<file path="config.mk">
export PLATFORM = sky130hd
export DESIGN_NAME = controlDecoder
export DESIGN_NICKNAME = d
export VERILOG_FILES = /design/src/mipsPkg.sv /design/src/controlDecoder.sv
export SDC_FILE = /design/constraint.sdc
export NUM_CORES = 1
export LEC_CHECK = 0
export BUFFER_PORTS_ARGS = -buffer_cell sky130_fd_sc_hd__buf_2
export CAP_MARGIN = 30
export CORE_AREA = 2 2 39 41
export DETAILED_ROUTE_END_ITERATION = 8
export DIE_AREA = 0 0 41 43
export PLACE_DENSITY_LB_ADDON = 0.12
export SYNTH_ARGS = -nofsm -noshare
export SYNTH_HDL_FRONTEND = slang
export SYNTH_SLANG_ARGS = --single-unit
</file>
<file path="constraint.sdc">
create_clock -name vclk -period 1.4
set_clock_uncertainty 0.15 [all_clocks]
set_input_delay 0.14 -clock vclk [all_inputs]
set_output_delay 0.14 -clock vclk [all_outputs]
set_load 0.05 [all_outputs]
</file>
<file path="src/mipsPkg.sv">
package mipsPkg;

    localparam int DataWidth    = 32;  // Machine word
    localparam int RegAddrWidth = 5;   // Register index
    localparam int NumRegs      = 32;
    localparam int ImemWords    = 256; // Instruction store depth
    localparam int DmemWords    = 256; // Data store depth

    // Opcodes
    localparam logic [5:0] OpRType = 6'h00;
    localparam logic [5:0] OpAddi  = 6'h08;
    localparam logic [5:0] OpLw    = 6'h23;
    localparam logic [5:0] OpSw    = 6'h2B;
    localparam logic [5:0] OpBeq   = 6'h04;
    localparam logic [5:0] OpBne   = 6'h05;
    localparam logic [5:0] OpJ     = 6'h02;

    // Funct codes for R-type
    localparam logic [5:0] FnAdd = 6'h20;
    localparam logic [5:0] FnSub = 6'h22;
    localparam logic [5:0] FnAnd = 6'h24;
    localparam logic [5:0] FnOr  = 6'h25;
    localparam logic [5:0] FnSlt = 6'h2A;

    // ALU ops whose top bit inverts b
    localparam logic [2:0] AluAnd = 3'b000;
    localparam logic [2:0] AluOr  = 3'b001;
    localparam logic [2:0] AluAdd = 3'b010;
    localparam logic [2:0] AluSub = 3'b110;
    localparam logic [2:0] AluSlt = 3'b111;

    typedef struct packed {
        logic [5:0]              opcode;
        logic [RegAddrWidth-1:0] rs;
        logic [RegAddrWidth-1:0] rt;
        logic [RegAddrWidth-1:0] rd;
        logic [4:0]              shamt;
        logic [5:0]              funct;
    } rFields_t;

    typedef struct packed {
        logic [5:0]              opcode;
        logic [RegAddrWidth-1:0] rs;
        logic [RegAddrWidth-1:0] rt;
        logic [15:0]             imm;
    } iFields_t;

    typedef struct packed {
        logic [5:0]  opcode;
        logic [25:0] target; // Word target within the 256 MB region
    } jFields_t;

    // One fetched word seen three ways
    typedef union packed {
        rFields_t r;
        iFields_t i;
        jFields_t j;
    } instrWord_t;

    typedef struct packed {
        logic       regDst;   // Write rd instead of rt
        logic       aluSrc;   // Immediate as operand b
        logic       memWrite;
        logic       memToReg; // Write back load data
        logic       regWrite;
        logic       beq;
        logic       bne;
        logic       jump;
        logic [2:0] aluOp;
    } ctrlBundle_t;

    typedef struct packed {
        logic                 en;
        logic [DataWidth-1:0] addr; // Word-aligned byte address
        logic [DataWidth-1:0] data;
    } storeBus_t;

    typedef struct packed {
        logic                         en;
        logic [$clog2(ImemWords)-1:0] idx; // Word index
        logic [DataWidth-1:0]         data;
    } imemLoad_t;

endpackage

</file>
<file path="src/controlDecoder.sv">
`timescale 1ns/10ps

module controlDecoder (
    input  mipsPkg::instrWord_t  instr,
    output mipsPkg::ctrlBundle_t ctrl
);

    always_comb begin
        ctrl = '0; // Everything inactive by default
        case (instr.r.opcode)
            mipsPkg::OpRType: begin
                ctrl.regDst   = 1'b1; // Result goes to rd
                ctrl.regWrite = 1'b1;
                case (instr.r.funct)
                    mipsPkg::FnAdd: ctrl.aluOp = mipsPkg::AluAdd;
                    mipsPkg::FnSub: ctrl.aluOp = mipsPkg::AluSub;
                    mipsPkg::FnAnd: ctrl.aluOp = mipsPkg::AluAnd;
                    mipsPkg::FnOr:  ctrl.aluOp = mipsPkg::AluOr;
                    mipsPkg::FnSlt: ctrl.aluOp = mipsPkg::AluSlt;
                    default:        ctrl = '0; // Unknown funct acts as nop
                endcase
            end
            mipsPkg::OpAddi: begin
                ctrl.aluSrc   = 1'b1; // rs + imm
                ctrl.regWrite = 1'b1;
                ctrl.aluOp    = mipsPkg::AluAdd;
            end
            mipsPkg::OpLw: begin
                ctrl.aluSrc   = 1'b1; // Address = rs + imm
                ctrl.memToReg = 1'b1;
                ctrl.regWrite = 1'b1;
                ctrl.aluOp    = mipsPkg::AluAdd;
            end
            mipsPkg::OpSw: begin
                ctrl.aluSrc   = 1'b1;
                ctrl.memWrite = 1'b1; // rt goes out on the store bus
                ctrl.aluOp    = mipsPkg::AluAdd;
            end
            mipsPkg::OpBeq: begin
                ctrl.beq   = 1'b1;
                ctrl.aluOp = mipsPkg::AluSub; // Compare via zero flag
            end
            mipsPkg::OpBne: begin
                ctrl.bne   = 1'b1;
                ctrl.aluOp = mipsPkg::AluSub;
            end
            mipsPkg::OpJ: begin
                ctrl.jump = 1'b1; // ALU result ignored
            end
            default: begin
                ctrl = '0; // Undefined opcode still advances pc
            end
        endcase
    end

endmodule

</file>
==> results.json, run 1 <==
{
  "status": "finished, violations left",
  "violations": "setup timing",
  "initial_core_util_pct": 13.3,
  "yosys.area_share.simple_pct": 68.0,
  "max_stage_delay_ns": 0.53,
  "drt_first_pass_iters": 2,
  "syn_inst": 32,
  "synth-xor-area-share_pct": 0,
  "routed_wl_um": 823,
  "maxCapViolCount": 0,
  "syn_to_final_growth_pct": 233,
  "ant_nets": 0,
  "nClkBuffers": 0,
  "drive_above_1_share_pct": 78.3,
  "p_int_uw": 65.9,
  "seq_cell_count": 0,
  "nFillCells": 151,
  "grt_pass1_wl_um": 1260,
  "synth_cell_types": 19,
  "worstMarginPinSlew_ns": 0.319,
  "synth_top_family_by_area": "simple AND/OR/NAND/NOR gates",
  "power.leakage_uw": 0.000299,
  "nNetsFinal": 103,
  "critPathArrivalTime_ns": 1.34,
  "synth_compound_area_share_pct": 23.8,
  "finalCritPeriodShare_pct": 117,
  "regArea_um2": 0,
  "wl_per_cell_um": 9.68,
  "rows": 14,
  "dp_hpwl_um": 666,
  "setup_viol": 7,
  "antenna_found_initial": 0,
  "p_switching_uw": 65.7,
  "final_area_um2": 612,
  "crit_path_cell_trace": "buf_8 -> or4b_4 -> or2_4 -> o311ai_4 -> buf_6",
  "hold_buffers": 0,
  "place_inst": 82,
  "hold_violations": 0,
  "seqPwrFrac_pct": 0,
  "crit_slowest_cell": "or4b_4",
  "dpl_cell_area_um2": 475,
  "max_slew_margin_pct": 78.7,
  "max_freq_ghz": 0.613,
  "switching_share_pct": 49.9,
  "gr-total-overflow": 0,
  "ir_worst_vdd_mv": 0.0735,
  "p_comb_share_pct": 100.0,
  "io_pins": 43,
  "fin_ws_ns": -0.231,
  "seq_area_frac_synth_pct": 0,
  "num_vias": 371,
  "hold_path.class": "primary input to primary output",
  "synth_area_um2": 184,
  "fin_crit_ns": 1.63,
  "grt_pass1_vias": 331,
  "die_w_um": 41,
  "drt_iter0_markers": 2,
  "syn-num-nets": 64,
  "rsz0062_at_grt": "true",
  "finalMaxSlewViolations": 0,
  "track_usage_pct": 9.70,
  "fin_cells": 85,
  "cp_max_fo": 3,
  "diodes": 0,
  "syn_area_per_cell_um2": 5.75,
  "place_congestion": 0.672,
  "mostFrequentLayoutCells": "13 x buf_2, 13 x buf_4, 9 x buf_6",
  "cp.required_ns": 1.11,
  "synth_fa_ha_area_share_pct": 0,
  "critPathKind": "primary input to primary output",
  "drc": 0,
  "yosysWarningCount": 0,
  "p_per_area_mw_per_mm2": 215,
  "synth_mux_area_share_pct": 0,
  "avgViaCountPerCell": 4.36,
  "grt_max_degree": 5,
  "die_h_um": 43,
  "cp-end-kind": "primary output",
  "core_area_mm2": 0.00138,
  "port_buffers": 23,
  "pwr-share-clk_pct": 0,
  "fp.dieArea_mm2": 0.00176,
  "crit_path_start_kind": "primary input"
}
stage by stage:
stage	power, uW	util [%]	hold slack (ns)	setup slack (ns)	TNS (ns)
final	132	44.2	0.497	-0.231	-1.05
after detailed placement	105	34.4	0.546	-0.350	-2.07
after global placement	105	34.4	0.548	-0.354	-2.08
after floorplan	44.6	-	0.193	-0.159	-0.505
after global routing	142	44.2	0.525	-0.257	-1.39
after CTS	131	43.7	0.498	-0.252	-1.23
power by group through the flow:
stage | combinational, uW | sequential, uW | clock [uW]
after floorplan | 44.6 | 0 | 0
after global placement | 105 | 0 | 0
after detailed placement | 105 | 0 | 0
after CTS | 131 | 0 | 0
after global routing | 142 | 0 | 0
final | 132 | 0 | 0
worst max-delay path: cells and delay by family:
kind                   cells  cell delay (ns)
AOI/OAI and AO/OA          1             0.09
and+or+nand+nor            2             0.81
buffers and inverters      2             0.29
synthesized netlist by cell type:
cell type | n | share of area, %
a21oi_1 | 2 | 5.4
a31oi_1 | 1 | 3.4
and3_1 | 1 | 3.4
and3_2 | 1 | 4.1
inv_1 | 4 | 8.2
nand2_1 | 3 | 6.1
nand3_1 | 1 | 2.7
nor2_1 | 6 | 12
nor2_2 | 1 | 3.4
nor3_1 | 1 | 2.7
nor4_1 | 1 | 3.4
nor4b_1 | 2 | 9.5
nor4bb_1 | 1 | 5.4
o21ai_0 | 2 | 5.4
o311ai_1 | 1 | 4.8
o32ai_1 | 1 | 4.8
or2_4 | 1 | 4.8
or2b_2 | 1 | 4.8
or4b_1 | 1 | 5.4
layer usage:
| layer | wire, um | global-route usage, % | vias up | part of all wire [%] |
|---|---|---|---|---|
| met1 | 305 | 12.1 | 165 | 37 |
| li1 | - | - | 194 | - |
| met5 | 0 | 0 | - | 0 |
| met2 | 469 | 18.4 | 12 | 57 |
| met3 | 48 | 0 | 0 | 5.8 |
| met4 | 0 | 0 | 0 | 0 |
final timing paths:
kind / startpoint / endpoint / slack [ns] / cells past startpoint
worst max-delay path: instr[29] / ctrl[1] / -0.23 / 5
worst min-delay path: instr[2] / ctrl[1] / 0.50 / 3
layout make-up:
class / instances / area (um^2) / area share (%)
Multi-Input combinational cell: 28 / 278 / 45.4
Tap cell: 16 / 20.0 / 3.27
Timing Repair Buffer: 37 / 299 / 48.9
Inverter: 4 / 15.0 / 2.45
cells by family (layout without fill, tap and decap cells):
logic type,after synthesis,count (layout)
compound gates,7,7
buf+inv,4,41
simple gates,21,21
what timing repair did:
item / in CTS / in global routing
setup endpoints to repair: 9 / 8
resized for setup: 28 / 0
pin swaps: 2 / 3
setup buffers: 2 / 1
No activity file was read; power rests on OpenSTA's default activity.
==> inputs of run 2 (changes only) <==
ABC_AREA = 1   (was unset)
clock period = 1.6 ns   (was 1.4 ns; I/O delays follow)
==> results.json, run 2 <==
{
  "syn_to_final_growth_pct": 57.1,
  "hold_path.class": "primary input to primary output",
  "cp-end-kind": "primary output",
  "num_vias": 369,
  "maxCapViolCount": 0,
  "crit_path_start_kind": "primary input",
  "p_switching_uw": 47.1,
  "dp_hpwl_um": 604,
  "layout_commonest_cell": "buf_2",
  "drc": 0,
  "yosysTopAreaCell": "nand2_1",
  "nClkBuffers": 0,
  "status": "complete, no violations",
  "place_ws_ns": 0.188,
  "hold_depth": 3,
  "nNetsFinal": 112,
  "pwr-share-clk_pct": 0,
  "seqPwrFrac_pct": 0,
  "ant_nets": 0,
  "cts_resized": 0,
  "finalMaxSlewViolations": 0,
  "ys_top_cells_by_count": "15 x nand2_1, 10 x inv_1, 9 x nor2_1",
  "fin_ws_ns": 0.202,
  "seq_cell_count": 0,
  "grt_pass1_vias": 254,
  "io_pins": 43,
  "cp_max_fo": 5,
  "fin_tns_setup_ns": 0,
  "die_h_um": 43,
  "synth_area_um2": 254,
  "p_int_uw": 23.4,
  "p_comb_share_pct": 100.0,
  "syn_area_per_cell_um2": 4.62,
  "avgViaCountPerCell": 3.93,
  "rows": 14,
  "seq_area_frac_synth_pct": 0,
  "critPathArrivalTime_ns": 1.09,
  "p_per_area_mw_per_mm2": 177,
  "power.leakage_uw": 0.000286,
  "cts_setup_buffers": 0,
  "fin_crit_ns": 1.40,
  "critPathKind": "primary input to primary output",
  "gr-total-overflow": 0,
  "routed_wl_um": 666,
  "drt_first_pass_iters": 3,
  "mostFrequentLayoutCells": "23 x buf_2, 15 x nand2_1, 10 x inv_1",
  "finalPower_uw": 70.5,
  "die_w_um": 41,
  "initial_core_util_pct": 18.4,
  "grt_pass1_wl_um": 924,
  "worstMarginPinSlew_ns": 0.250,
  "netlist_top_cells_area": "nand2_1 22%, inv_1 15%, nor2_2 15%",
  "port_buffers": 23,
  "rsz0062_at_grt": "false",
  "cp.required_ns": 1.29,
  "hold_violations": 0,
  "diodes": 0,
  "hold_start": "instr[31]",
  "yosysWarningCount": 0,
  "finalCritPeriodShare_pct": 87.4,
  "post-synth-top-count-cell": "nand2_1",
  "synth_cell_types": 10,
  "syn-num-nets": 87,
  "grt_max_degree": 6,
  "hold_end": "ctrl[3]",
  "track_usage_pct": 6.99,
  "fp.dieArea_mm2": 0.00176,
  "syn_inst": 55,
  "max_freq_ghz": 0.715,
  "switching_share_pct": 66.8,
  "setup_viol": 0,
  "max_slew_margin_pct": 83.4,
  "core_area_mm2": 0.00138,
  "ir_worst_vdd_mv": 0.0536,
  "drt_iter0_markers": 10,
  "synth_top_area_share_pct": 22.2,
  "wl_per_cell_um": 7.09,
  "regArea_um2": 0,
  "hold_buffers": 0,
  "drive_above_1_share_pct": 47.4,
  "antenna_found_initial": 0,
  "place_congestion": 0.641
}
==> run 2: cell count changes in the layout (fill, tap and decap cells not counted), sizes merged, moves of 2 or more <==
cell	previous run	this run
a21oi	2	0
and3	2	0
buf	37	23
nand2	3	15
nand3	1	8
inv	4	14
nor4b	2	0
nor2	7	16
o21ai	2	0
==> run 2: power by group through the flow <==
stage,Clock (uW),Sequential (uW),Combinational [uW]
3_3_place_gp,0,0,70.7
2_1_floorplan,0,0,41.9
5_1_grt,0,0,77.4
4_1_cts,0,0,71.0
3_5_place_dp,0,0,70.8
6_report,0,0,70.5
==> run 2: area by class of cell <==
class | count | area, um^2
multi-input cells | 41 | 211
fillers | 172 | 985
repair buffers | 23 | 115
well taps | 16 | 20.0
inverters | 14 | 52.6
==> run 2: layer usage <==
| metal | wire (um) | vias to the layer above | track usage, % |
|---|---|---|---|
| li1 | - | 210 | - |
| met1 | 305 | 144 | 10.1 |
| met2 | 302 | 15 | 11.9 |
| met3 | 57 | 0 | 0 |
| met4 | 0 | 0 | 0 |
| met5 | 0 | - | 0 |
==> run 2: through the flow <==
step / hold slack (ns) / util (%) / cell area (um^2) / std cells
final: 0.521 / 28.8 / 399 / 94
after detailed placement: 0.524 / 28.8 / 399 / 94
after CTS: 0.525 / 28.8 / 399 / 94
after global placement: 0.525 / 28.8 / 399 / 94
after floorplan: 0.271 / - / 264 / 55
after global routing: 0.538 / 28.8 / 399 / 94
==> run 2: cell families after synthesis <==
logic type             synth area share (%)
AND/OR/NAND/NOR                        79.3
buffers and inverters                  20.7
==> run 2: worst max-delay path by stage <==
stage / startpoint / to / cells past startpoint
CTS: instr[31] / ctrl[6] / 7
finish: instr[31] / ctrl[6] / 7
floorplan: instr[29] / ctrl[1] / 6
detailed placement: instr[31] / ctrl[6] / 7
global placement: instr[31] / ctrl[6] / 7
global route: instr[31] / ctrl[10] / 7
==> run 2: critical path: stages <==
cell     delay, ns
buf_2         0.12
nor2_2        0.19
nand3_2       0.12
inv_2         0.10
nand2_1       0.08
nand3_2       0.07
buf_2         0.25
