--- config.mk ---
export PLATFORM = sky130hd
export DESIGN_NAME = datapath
export DESIGN_NICKNAME = d
export VERILOG_FILES = /design/src/mipsPkg.sv /design/src/claAlu.sv /design/src/registerFile.sv /design/src/datapath.sv
export SDC_FILE = /design/constraint.sdc
export NUM_CORES = 2
export LEC_CHECK = 0
export ABC_CLOCK_PERIOD_IN_PS = 13300
export BUFFER_PORTS_ARGS = -buffer_cell sky130_fd_sc_hd__buf_2
export CAP_MARGIN = 40
export CORE_MARGIN = 2
export CORE_UTILIZATION = 40
export DETAILED_ROUTE_END_ITERATION = 8
export PLACE_DENSITY = 0.56
export SETUP_SLACK_MARGIN = 0.3
export SLEW_MARGIN = 30
export SYNTH_ARGS = -nofsm -noshare
export SYNTH_HDL_FRONTEND = slang
export SYNTH_SLANG_ARGS = --single-unit
--- constraint.sdc ---
create_clock -name Clk -period 13.3 [get_ports Clk]
set_clock_uncertainty 0.2 [all_clocks]
set_input_delay 2.66 -clock Clk [delete_from_list [all_inputs] [get_ports Clk]]
set_output_delay 2.66 -clock Clk [all_outputs]
set_load 0.01 [all_outputs]
--- src/mipsPkg.sv ---
package mipsPkg;

    localparam int DataWidth    = 32;  // Machine word
    localparam int RegAddrWidth = 5;   // Register index
    localparam int NumRegs      = 32;
    localparam int ImemWords    = 256; // Instruction store depth
    localparam int DmemWords    = 256; // Data store depth

    // Opcodes
    localparam logic [5:0] OpRType = 6'h00;
    localparam logic [5:0] OpAddi  = 6'h08;
    localparam logic [5:0] OpLw    = 6'h23;
    localparam logic [5:0] OpSw    = 6'h2B;
    localparam logic [5:0] OpBeq   = 6'h04;
    localparam logic [5:0] OpBne   = 6'h05;
    localparam logic [5:0] OpJ     = 6'h02;

    // Funct codes for R-type
    localparam logic [5:0] FnAdd = 6'h20;
    localparam logic [5:0] FnSub = 6'h22;
    localparam logic [5:0] FnAnd = 6'h24;
    localparam logic [5:0] FnOr  = 6'h25;
    localparam logic [5:0] FnSlt = 6'h2A;

    // ALU ops whose top bit inverts b
    localparam logic [2:0] AluAnd = 3'b000;
    localparam logic [2:0] AluOr  = 3'b001;
    localparam logic [2:0] AluAdd = 3'b010;
    localparam logic [2:0] AluSub = 3'b110;
    localparam logic [2:0] AluSlt = 3'b111;

    typedef struct packed {
        logic [5:0]              opcode;
        logic [RegAddrWidth-1:0] rs;
        logic [RegAddrWidth-1:0] rt;
        logic [RegAddrWidth-1:0] rd;
        logic [4:0]              shamt;
        logic [5:0]              funct;
    } rFields_t;

    typedef struct packed {
        logic [5:0]              opcode;
        logic [RegAddrWidth-1:0] rs;
        logic [RegAddrWidth-1:0] rt;
        logic [15:0]             imm;
    } iFields_t;

    typedef struct packed {
        logic [5:0]  opcode;
        logic [25:0] target; // Word target within the 256 MB region
    } jFields_t;

    // One fetched word seen three ways
    typedef union packed {
        rFields_t r;
        iFields_t i;
        jFields_t j;
    } instrWord_t;

    typedef struct packed {
        logic       regDst;   // Write rd instead of rt
        logic       aluSrc;   // Immediate as operand b
        logic       memWrite;
        logic       memToReg; // Write back load data
        logic       regWrite;
        logic       beq;
        logic       bne;
        logic       jump;
        logic [2:0] aluOp;
    } ctrlBundle_t;

    typedef struct packed {
        logic                 en;
        logic [DataWidth-1:0] addr; // Word-aligned byte address
        logic [DataWidth-1:0] data;
    } storeBus_t;

    typedef struct packed {
        logic                         en;
        logic [$clog2(ImemWords)-1:0] idx; // Word index
        logic [DataWidth-1:0]         data;
    } imemLoad_t;

endpackage

--- src/claAlu.sv ---
`timescale 1ns/10ps

module claAlu (
    input  logic [mipsPkg::DataWidth-1:0] a,
    input  logic [mipsPkg::DataWidth-1:0] b,
    input  logic [2:0]                    aluOp,
    output logic [mipsPkg::DataWidth-1:0] result,
    output logic                          zero
);

    logic [mipsPkg::DataWidth-1:0]   bEff;     // b or ~b
    logic [mipsPkg::DataWidth-1:0]   gen;      // Per-bit generate
    logic [mipsPkg::DataWidth-1:0]   prop;     // Per-bit propagate
    logic [mipsPkg::DataWidth-1:0]   carry;    // Carry into each bit
    logic [mipsPkg::DataWidth-1:0]   sum;
    logic [mipsPkg::DataWidth/4-1:0] grpGen;   // Group generate
    logic [mipsPkg::DataWidth/4-1:0] grpProp;  // Group propagate
    logic [mipsPkg::DataWidth/4-1:0] grpCarry; // Carry into each group
    logic                            cin;

    // Sum-of-products carry after n positions at either level
    function automatic logic lookahead(
        input logic [mipsPkg::DataWidth/4-1:0] g,
        input logic [mipsPkg::DataWidth/4-1:0] p,
        input logic                            c0,
        input int                              n
    );
        logic c;
        logic chain;
        c = c0;
        for (int m = 0; m < n; m++) begin
            c &= p[m]; // Carry-in passes all positions
        end
        for (int j = 0; j < n; j++) begin
            chain = g[j]; // Generated at j, propagated above
            for (int m = j + 1; m < n; m++) begin
                chain &= p[m];
            end
            c |= chain;
        end
        return c;
    endfunction

    assign cin  = aluOp[2]; // +1 completes two's complement on sub
    assign bEff = aluOp[2] ? ~b : b;
    assign gen  = a & bEff;
    assign prop = a ^ bEff;

    // Group G/P from 4-bit slices
    always_comb begin
        for (int k = 0; k < mipsPkg::DataWidth / 4; k++) begin
            grpGen[k]  = lookahead({{(mipsPkg::DataWidth/4-4){1'b0}}, gen[4*k +: 4]},
                                   {{(mipsPkg::DataWidth/4-4){1'b0}}, prop[4*k +: 4]},
                                   1'b0, 4);
            grpProp[k] = &prop[4*k +: 4];
        end
    end

    // Block lookahead across groups
    always_comb begin
        for (int k = 0; k < mipsPkg::DataWidth / 4; k++) begin
            grpCarry[k] = lookahead(grpGen, grpProp, cin, k);
        end
    end

    // Bit carries inside each group
    always_comb begin
        for (int k = 0; k < mipsPkg::DataWidth / 4; k++) begin
            for (int i = 0; i < 4; i++) begin
                carry[4*k+i] = lookahead({{(mipsPkg::DataWidth/4-4){1'b0}}, gen[4*k +: 4]},
                                         {{(mipsPkg::DataWidth/4-4){1'b0}}, prop[4*k +: 4]},
                                         grpCarry[k], i);
            end
        end
    end

    assign sum = prop ^ carry;

    always_comb begin
        case (aluOp)
            mipsPkg::AluAnd: result = a & bEff;
            mipsPkg::AluOr:  result = a | bEff;
            mipsPkg::AluAdd,
            mipsPkg::AluSub: result = sum;
            mipsPkg::AluSlt: result = {{(mipsPkg::DataWidth-1){1'b0}}, sum[mipsPkg::DataWidth-1]};
            default:         result = '0;
        endcase
    end

    assign zero = (result == '0); // Drives beq/bne

endmodule

--- src/registerFile.sv ---
`timescale 1ns/10ps

module registerFile (
    input  logic                             Clk,
    input  logic                             rst,
    input  logic [mipsPkg::RegAddrWidth-1:0] rs,
    input  logic [mipsPkg::RegAddrWidth-1:0] rt,
    input  logic [mipsPkg::RegAddrWidth-1:0] wrIdx,
    input  logic [mipsPkg::DataWidth-1:0]    wrData,
    input  logic                             wrEn,
    output logic [mipsPkg::DataWidth-1:0]    rsData,
    output logic [mipsPkg::DataWidth-1:0]    rtData
);

    logic [mipsPkg::DataWidth-1:0] regs [mipsPkg::NumRegs];

    always_ff @(posedge Clk) begin
        if (rst) begin
            for (int i = 0; i < mipsPkg::NumRegs; i++) begin
                regs[i] <= '0; // Whole file cleared
            end
        end else if (wrEn && wrIdx != '0) begin
            regs[wrIdx] <= wrData; // $zero stays zero
        end
    end

    assign rsData = regs[rs]; // Async reads
    assign rtData = regs[rt];

    // $zero reads zero on both ports whatever the core writes
    zeroRegRsA: assert property (@(posedge Clk) disable iff (rst)
        rs == '0 |-> rsData == '0)
        else $error("register 0 nonzero on rs port");

    zeroRegRtA: assert property (@(posedge Clk) disable iff (rst)
        rt == '0 |-> rtData == '0)
        else $error("register 0 nonzero on rt port");

endmodule

--- src/datapath.sv ---
`timescale 1ns/10ps

module datapath (
    input  logic                          Clk,
    input  logic                          rst,
    input  mipsPkg::instrWord_t           instr,
    input  mipsPkg::ctrlBundle_t          ctrl,
    input  logic [mipsPkg::DataWidth-1:0] memRdData,
    output logic [mipsPkg::DataWidth-1:0] pc,
    output logic [mipsPkg::DataWidth-1:0] memRdAddr,
    output mipsPkg::storeBus_t            store
);

    logic [mipsPkg::DataWidth-1:0]    pcPlus4;
    logic [mipsPkg::DataWidth-1:0]    pcNext;
    logic [mipsPkg::DataWidth-1:0]    branchTarget;
    logic [mipsPkg::DataWidth-1:0]    jumpTarget;
    logic [mipsPkg::DataWidth-1:0]    signImm;
    logic [mipsPkg::DataWidth-1:0]    rsData;
    logic [mipsPkg::DataWidth-1:0]    rtData;
    logic [mipsPkg::DataWidth-1:0]    aluB;
    logic [mipsPkg::DataWidth-1:0]    aluResult;
    logic [mipsPkg::DataWidth-1:0]    wrData;
    logic [mipsPkg::RegAddrWidth-1:0] wrIdx;
    logic                             aluZero;
    logic                             takeBranch;

    // Next-address selection
    assign pcPlus4      = pc + 32'd4;
    assign signImm      = {{(mipsPkg::DataWidth-16){instr.i.imm[15]}}, instr.i.imm};
    assign branchTarget = pcPlus4 + {signImm[mipsPkg::DataWidth-3:0], 2'b00}; // Word offset
    assign jumpTarget   = {pcPlus4[31:28], instr.j.target, 2'b00};        // Region + target
    assign takeBranch   = (ctrl.beq && aluZero) || (ctrl.bne && !aluZero);

    always_comb begin
        if (ctrl.jump) begin
            pcNext = jumpTarget;
        end else if (takeBranch) begin
            pcNext = branchTarget;
        end else begin
            pcNext = pcPlus4; // Also covers nop on undefined words
        end
    end

    always_ff @(posedge Clk) begin
        if (rst) begin
            pc <= '0; // Word 0 runs first after reset
        end else begin
            pc <= pcNext;
        end
    end

    // Operand and destination muxes
    assign aluB  = ctrl.aluSrc ? signImm : rtData;
    assign wrIdx = ctrl.regDst ? instr.r.rd : instr.i.rt;

    registerFile u_regFile (
        .Clk    (Clk),
        .rst    (rst),
        .rs     (instr.i.rs),
        .rt     (instr.i.rt),
        .wrIdx  (wrIdx),
        .wrData (wrData),
        .wrEn   (ctrl.regWrite),
        .rsData (rsData),
        .rtData (rtData)
    );

    claAlu u_alu (
        .a      (rsData),
        .b      (aluB),
        .aluOp  (ctrl.aluOp),
        .result (aluResult),
        .zero   (aluZero)
    );

    // Memory side
    assign memRdAddr  = aluResult;
    assign wrData     = ctrl.memToReg ? memRdData : aluResult; // lw or ALU write-back
    assign store.en   = ctrl.memWrite && !rst; // No stores while held in reset
    assign store.addr = aluResult;
    assign store.data = rtData;

endmodule

==> results_dict.tcl <==
set metrics [dict create \
    clock.fmax_mhz 80.8 \
    syn_inst 4131 \
    synth_compound_area_share_pct 3.42 \
    p_total_mw 8.73 \
    clkLatencyLatePin_ps 750 \
    avgRoutedWirePerCell_microns 34.0 \
    wl_microns 212000 \
    die_h_microns 387 \
    arrival_ps 9520 \
    grt-ovfl-total 0 \
    clock_path_buffers 3 \
    cts_setup_buffers 0 \
    critPathLaunchType "input port" \
    ys_ff_latch 1054 \
    yosysMostFrequentCell "nor2_1" \
    synthMuxAreaShare_pct 26.6 \
    vdd_drop_max_mv 0.107 \
    drv_cap 0 \
    antenna_found_initial 9 \
    cts_sinks 1054 \
    critical-path-top-delay-family "compound AO/OA/AOI/OAI gates" \
    setup_viol 0 \
    synthFlopType "edfxtp_1" \
    fin_crit_sh_pct 93.1 \
    cts_buffers 111 \
    finalHoldViolCount 0 \
    initialDrtViolationCount 4991 \
    cts_tree "built" \
    async_flop_share_pct 0 \
    final.setup.worst_slack_ps 920 \
    slowest_delay_ps 680 \
    dieArea_sq_um 149000 \
    cp_max_fo 46 \
    ant_nets 0 \
    hp-class "register to register" \
    fin_nets 4416 \
    post-place-ws_ps 873 \
    path_buf_inv 3 \
    rsz0062_at_grt "no" \
    power_leakage_nw 23.4 \
    first_pass_iters 5 \
    vias 39600 \
    root_buffer "clkbuf_16" \
    endpoint_kind "primary output" \
    worst_pin_slew_ps 901 \
    setup_tns_ps 0 \
    synth_edf_count 1024 \
    yosys-top-cells-area "edfxtp_1 (53%), mux4_2 (24%), nor2_1 (6.8%)" \
    status "completed" \
    portBuffers 197 \
    ctsHtreeMaxLevel 3 \
    grt_pass1_vias 38700 \
    cts_hold_buf 0 \
    synthDistinctLibCells 73 \
    fin_crit_ps 12380 \
    num_rows 140 \
    cp_cell_sequence "buf_8, buf_12, mux4_2, mux4_2, mux2_2, mux2i_1, xnor2_1, ha_1, a21o_1, a21o_1, a41oi_1, o21a_1, a21oi_1, a2111oi_0, a2111oi_0, o2111a_1, o22a_1, ha_1, o21ai_0, nand2b_1, a21oi_1, xor2_1, o21ai_0, buf_2" \
    crit_slowest_cell "a2111oi_0" \
    syn-cell-area_sq_um 58500 \
    pin_count 206 \
    grt_use_total_pct 27.9 \
    synth_top_cell_by_area "edfxtp_1" \
    grt_max_degree 71 \
    final_util_pct 45.5 \
    netlist_top_cells_count "nor2_1 (1063), edfxtp_1 (1024), mux4_2 (630)" \
    worstSetupPathType "input port to primary output" \
    p_per_area_nw_per_um2 132 \
    dieWidth_microns 387 \
    routed_via_density 6.35 \
    drive_above_1_share_pct 31.1 \
    dp_hpwl_microns 128000 \
    slew_viol_final 0 \
    relSlewSlack_pct 38.2 \
    drc 0 \
    synthSimpleGateAreaFrac_pct 8.94 \
    crit_required_ps 10440 \
    synth-xor-area-share_pct 1.48 \
    synth_top_family_by_area "multiplexers" \
    yosysTopAreaCellShare_pct 52.5 \
    grt_pass1_wl_microns 295000 \
    synthAdderAreaFrac_pct 2.45 \
    area_delta_synth_final_pct 13.2 \
    path_clk_slew_ps 60 \
    postCtsResizedCells 0 \
    yosysWarnings 0 \
    finalWeightedCongestion 0.843 \
    start_util_pct 40.2 \
    core_sq_um 146000 \
    avgSynthCellArea_sq_um 14.2 \
    ys_seq_area_share_pct 53.6 \
]
[metal layers]
layer	track usage (%)	routed length [microns]	up-vias
met5	0	43	-
met4	9.70	7480	6
met3	5.99	21800	417
met2	45.4	101000	2333
met1	37.3	81300	20900
li1	-	-	15900
[worst register-to-register path, stage by stage, from the launching register on]
cell and delay, ps:
edfxtp_1 380, mux4_2 500, mux4_2 580, mux2_2 340
mux2i_1 170, xnor2_1 140, ha_1 410, a21o_1 150
a21o_1 140, a41oi_1 160, o21a_1 230, a21oi_1 510
a2111oi_0 220, a2111oi_0 680, o2111a_1 290, o22ai_1 90
fa_1 400, xor2_1 170, o32ai_1 100, buf_4 200
nor4_1 240, nor4bb_1 240, nand3_1 110, nor4_1 340
nand4_1 460, o21ai_4 480, nand2_2 450, o311a_1 450
[state kept, by name (all words and copies together), names as in the netlist]
register,flops
pc,30
u_regFile.regs,1024
[worst paths after layout]
check	depth (start not counted)	to	slack (ps)	startpoint
setup / recovery	24	memRdAddr[0]	920	instr[16]
hold / removal	3	pc[31]$_SDFF_PP0_	430	pc[31]$_SDFF_PP0_
setup reg to reg	27	pc[18]$_SDFF_PP0_	4370	u_regFile.regs[19][1]$_SDFFCE_PN0P_
hold reg to reg	3	pc[31]$_SDFF_PP0_	430	pc[31]$_SDFF_PP0_
[area by class of cell]
| cell class | instances | area, sq um |
|---|---|---|
| multi-input cells | 2604 | 25800 |
| fillers | 12800 | 79300 |
| flip-flops and latches | 1054 | 31400 |
| well taps | 1917 | 2400 |
| diodes | 2 | 5.00 |
| clock inverters | 66 | 732 |
| clock buffers | 129 | 2870 |
| inverters | 81 | 305 |
| repair buffers | 377 | 2820 |
[stage by stage]
stage	hold WS, ps	cell area (sq um)	std cells
finish	429	66200	6230
detailed placement	404	62600	6031
CTS	420	66200	6226
floorplan	424	58700	4164
global placement	389	62100	6000
global route	460	66200	6228
[cell usage in the layout, fill, tap and decap left out, drive strengths merged, types with 14 or more instances in the layout]
| cell | count |
|---|---|
| mux4 | 630 |
| o311a | 20 |
| buf | 374 |
| o21ai | 63 |
| xor2 | 24 |
| o22ai | 15 |
| dfxtp | 30 |
| a21oi | 53 |
| nor2b | 16 |
| o211ai | 17 |
| nor2 | 1063 |
| mux2i | 74 |
| nor3 | 16 |
| ha | 102 |
| nand3 | 35 |
| edfxtp | 1024 |
| xnor2 | 75 |
| clkinv | 42 |
| nand2 | 119 |
| mux2 | 56 |
| a21o | 19 |
| inv | 85 |
| conb | 34 |
| bufinv | 14 |
| clkbuf | 131 |
| o21a | 33 |
[report_power, final]
group	switching, mW	internal (mW)	total, mW
registers	0.0722	3.78	3.85
logic	1.04	0.663	1.70
clock network	1.37	1.81	3.18
[logic make-up after synthesis]
family / count (synthesis)
AO/OA/AOI/OAI: 288
XOR/XNOR: 99
flip-flops: 1054
other: 1
buffers and inverters: 506
AND/OR/NAND/NOR: 1313
adder cells (fa/ha/maj): 110
multiplexers: 760
No activity file was read; power rests on OpenSTA's default activity.
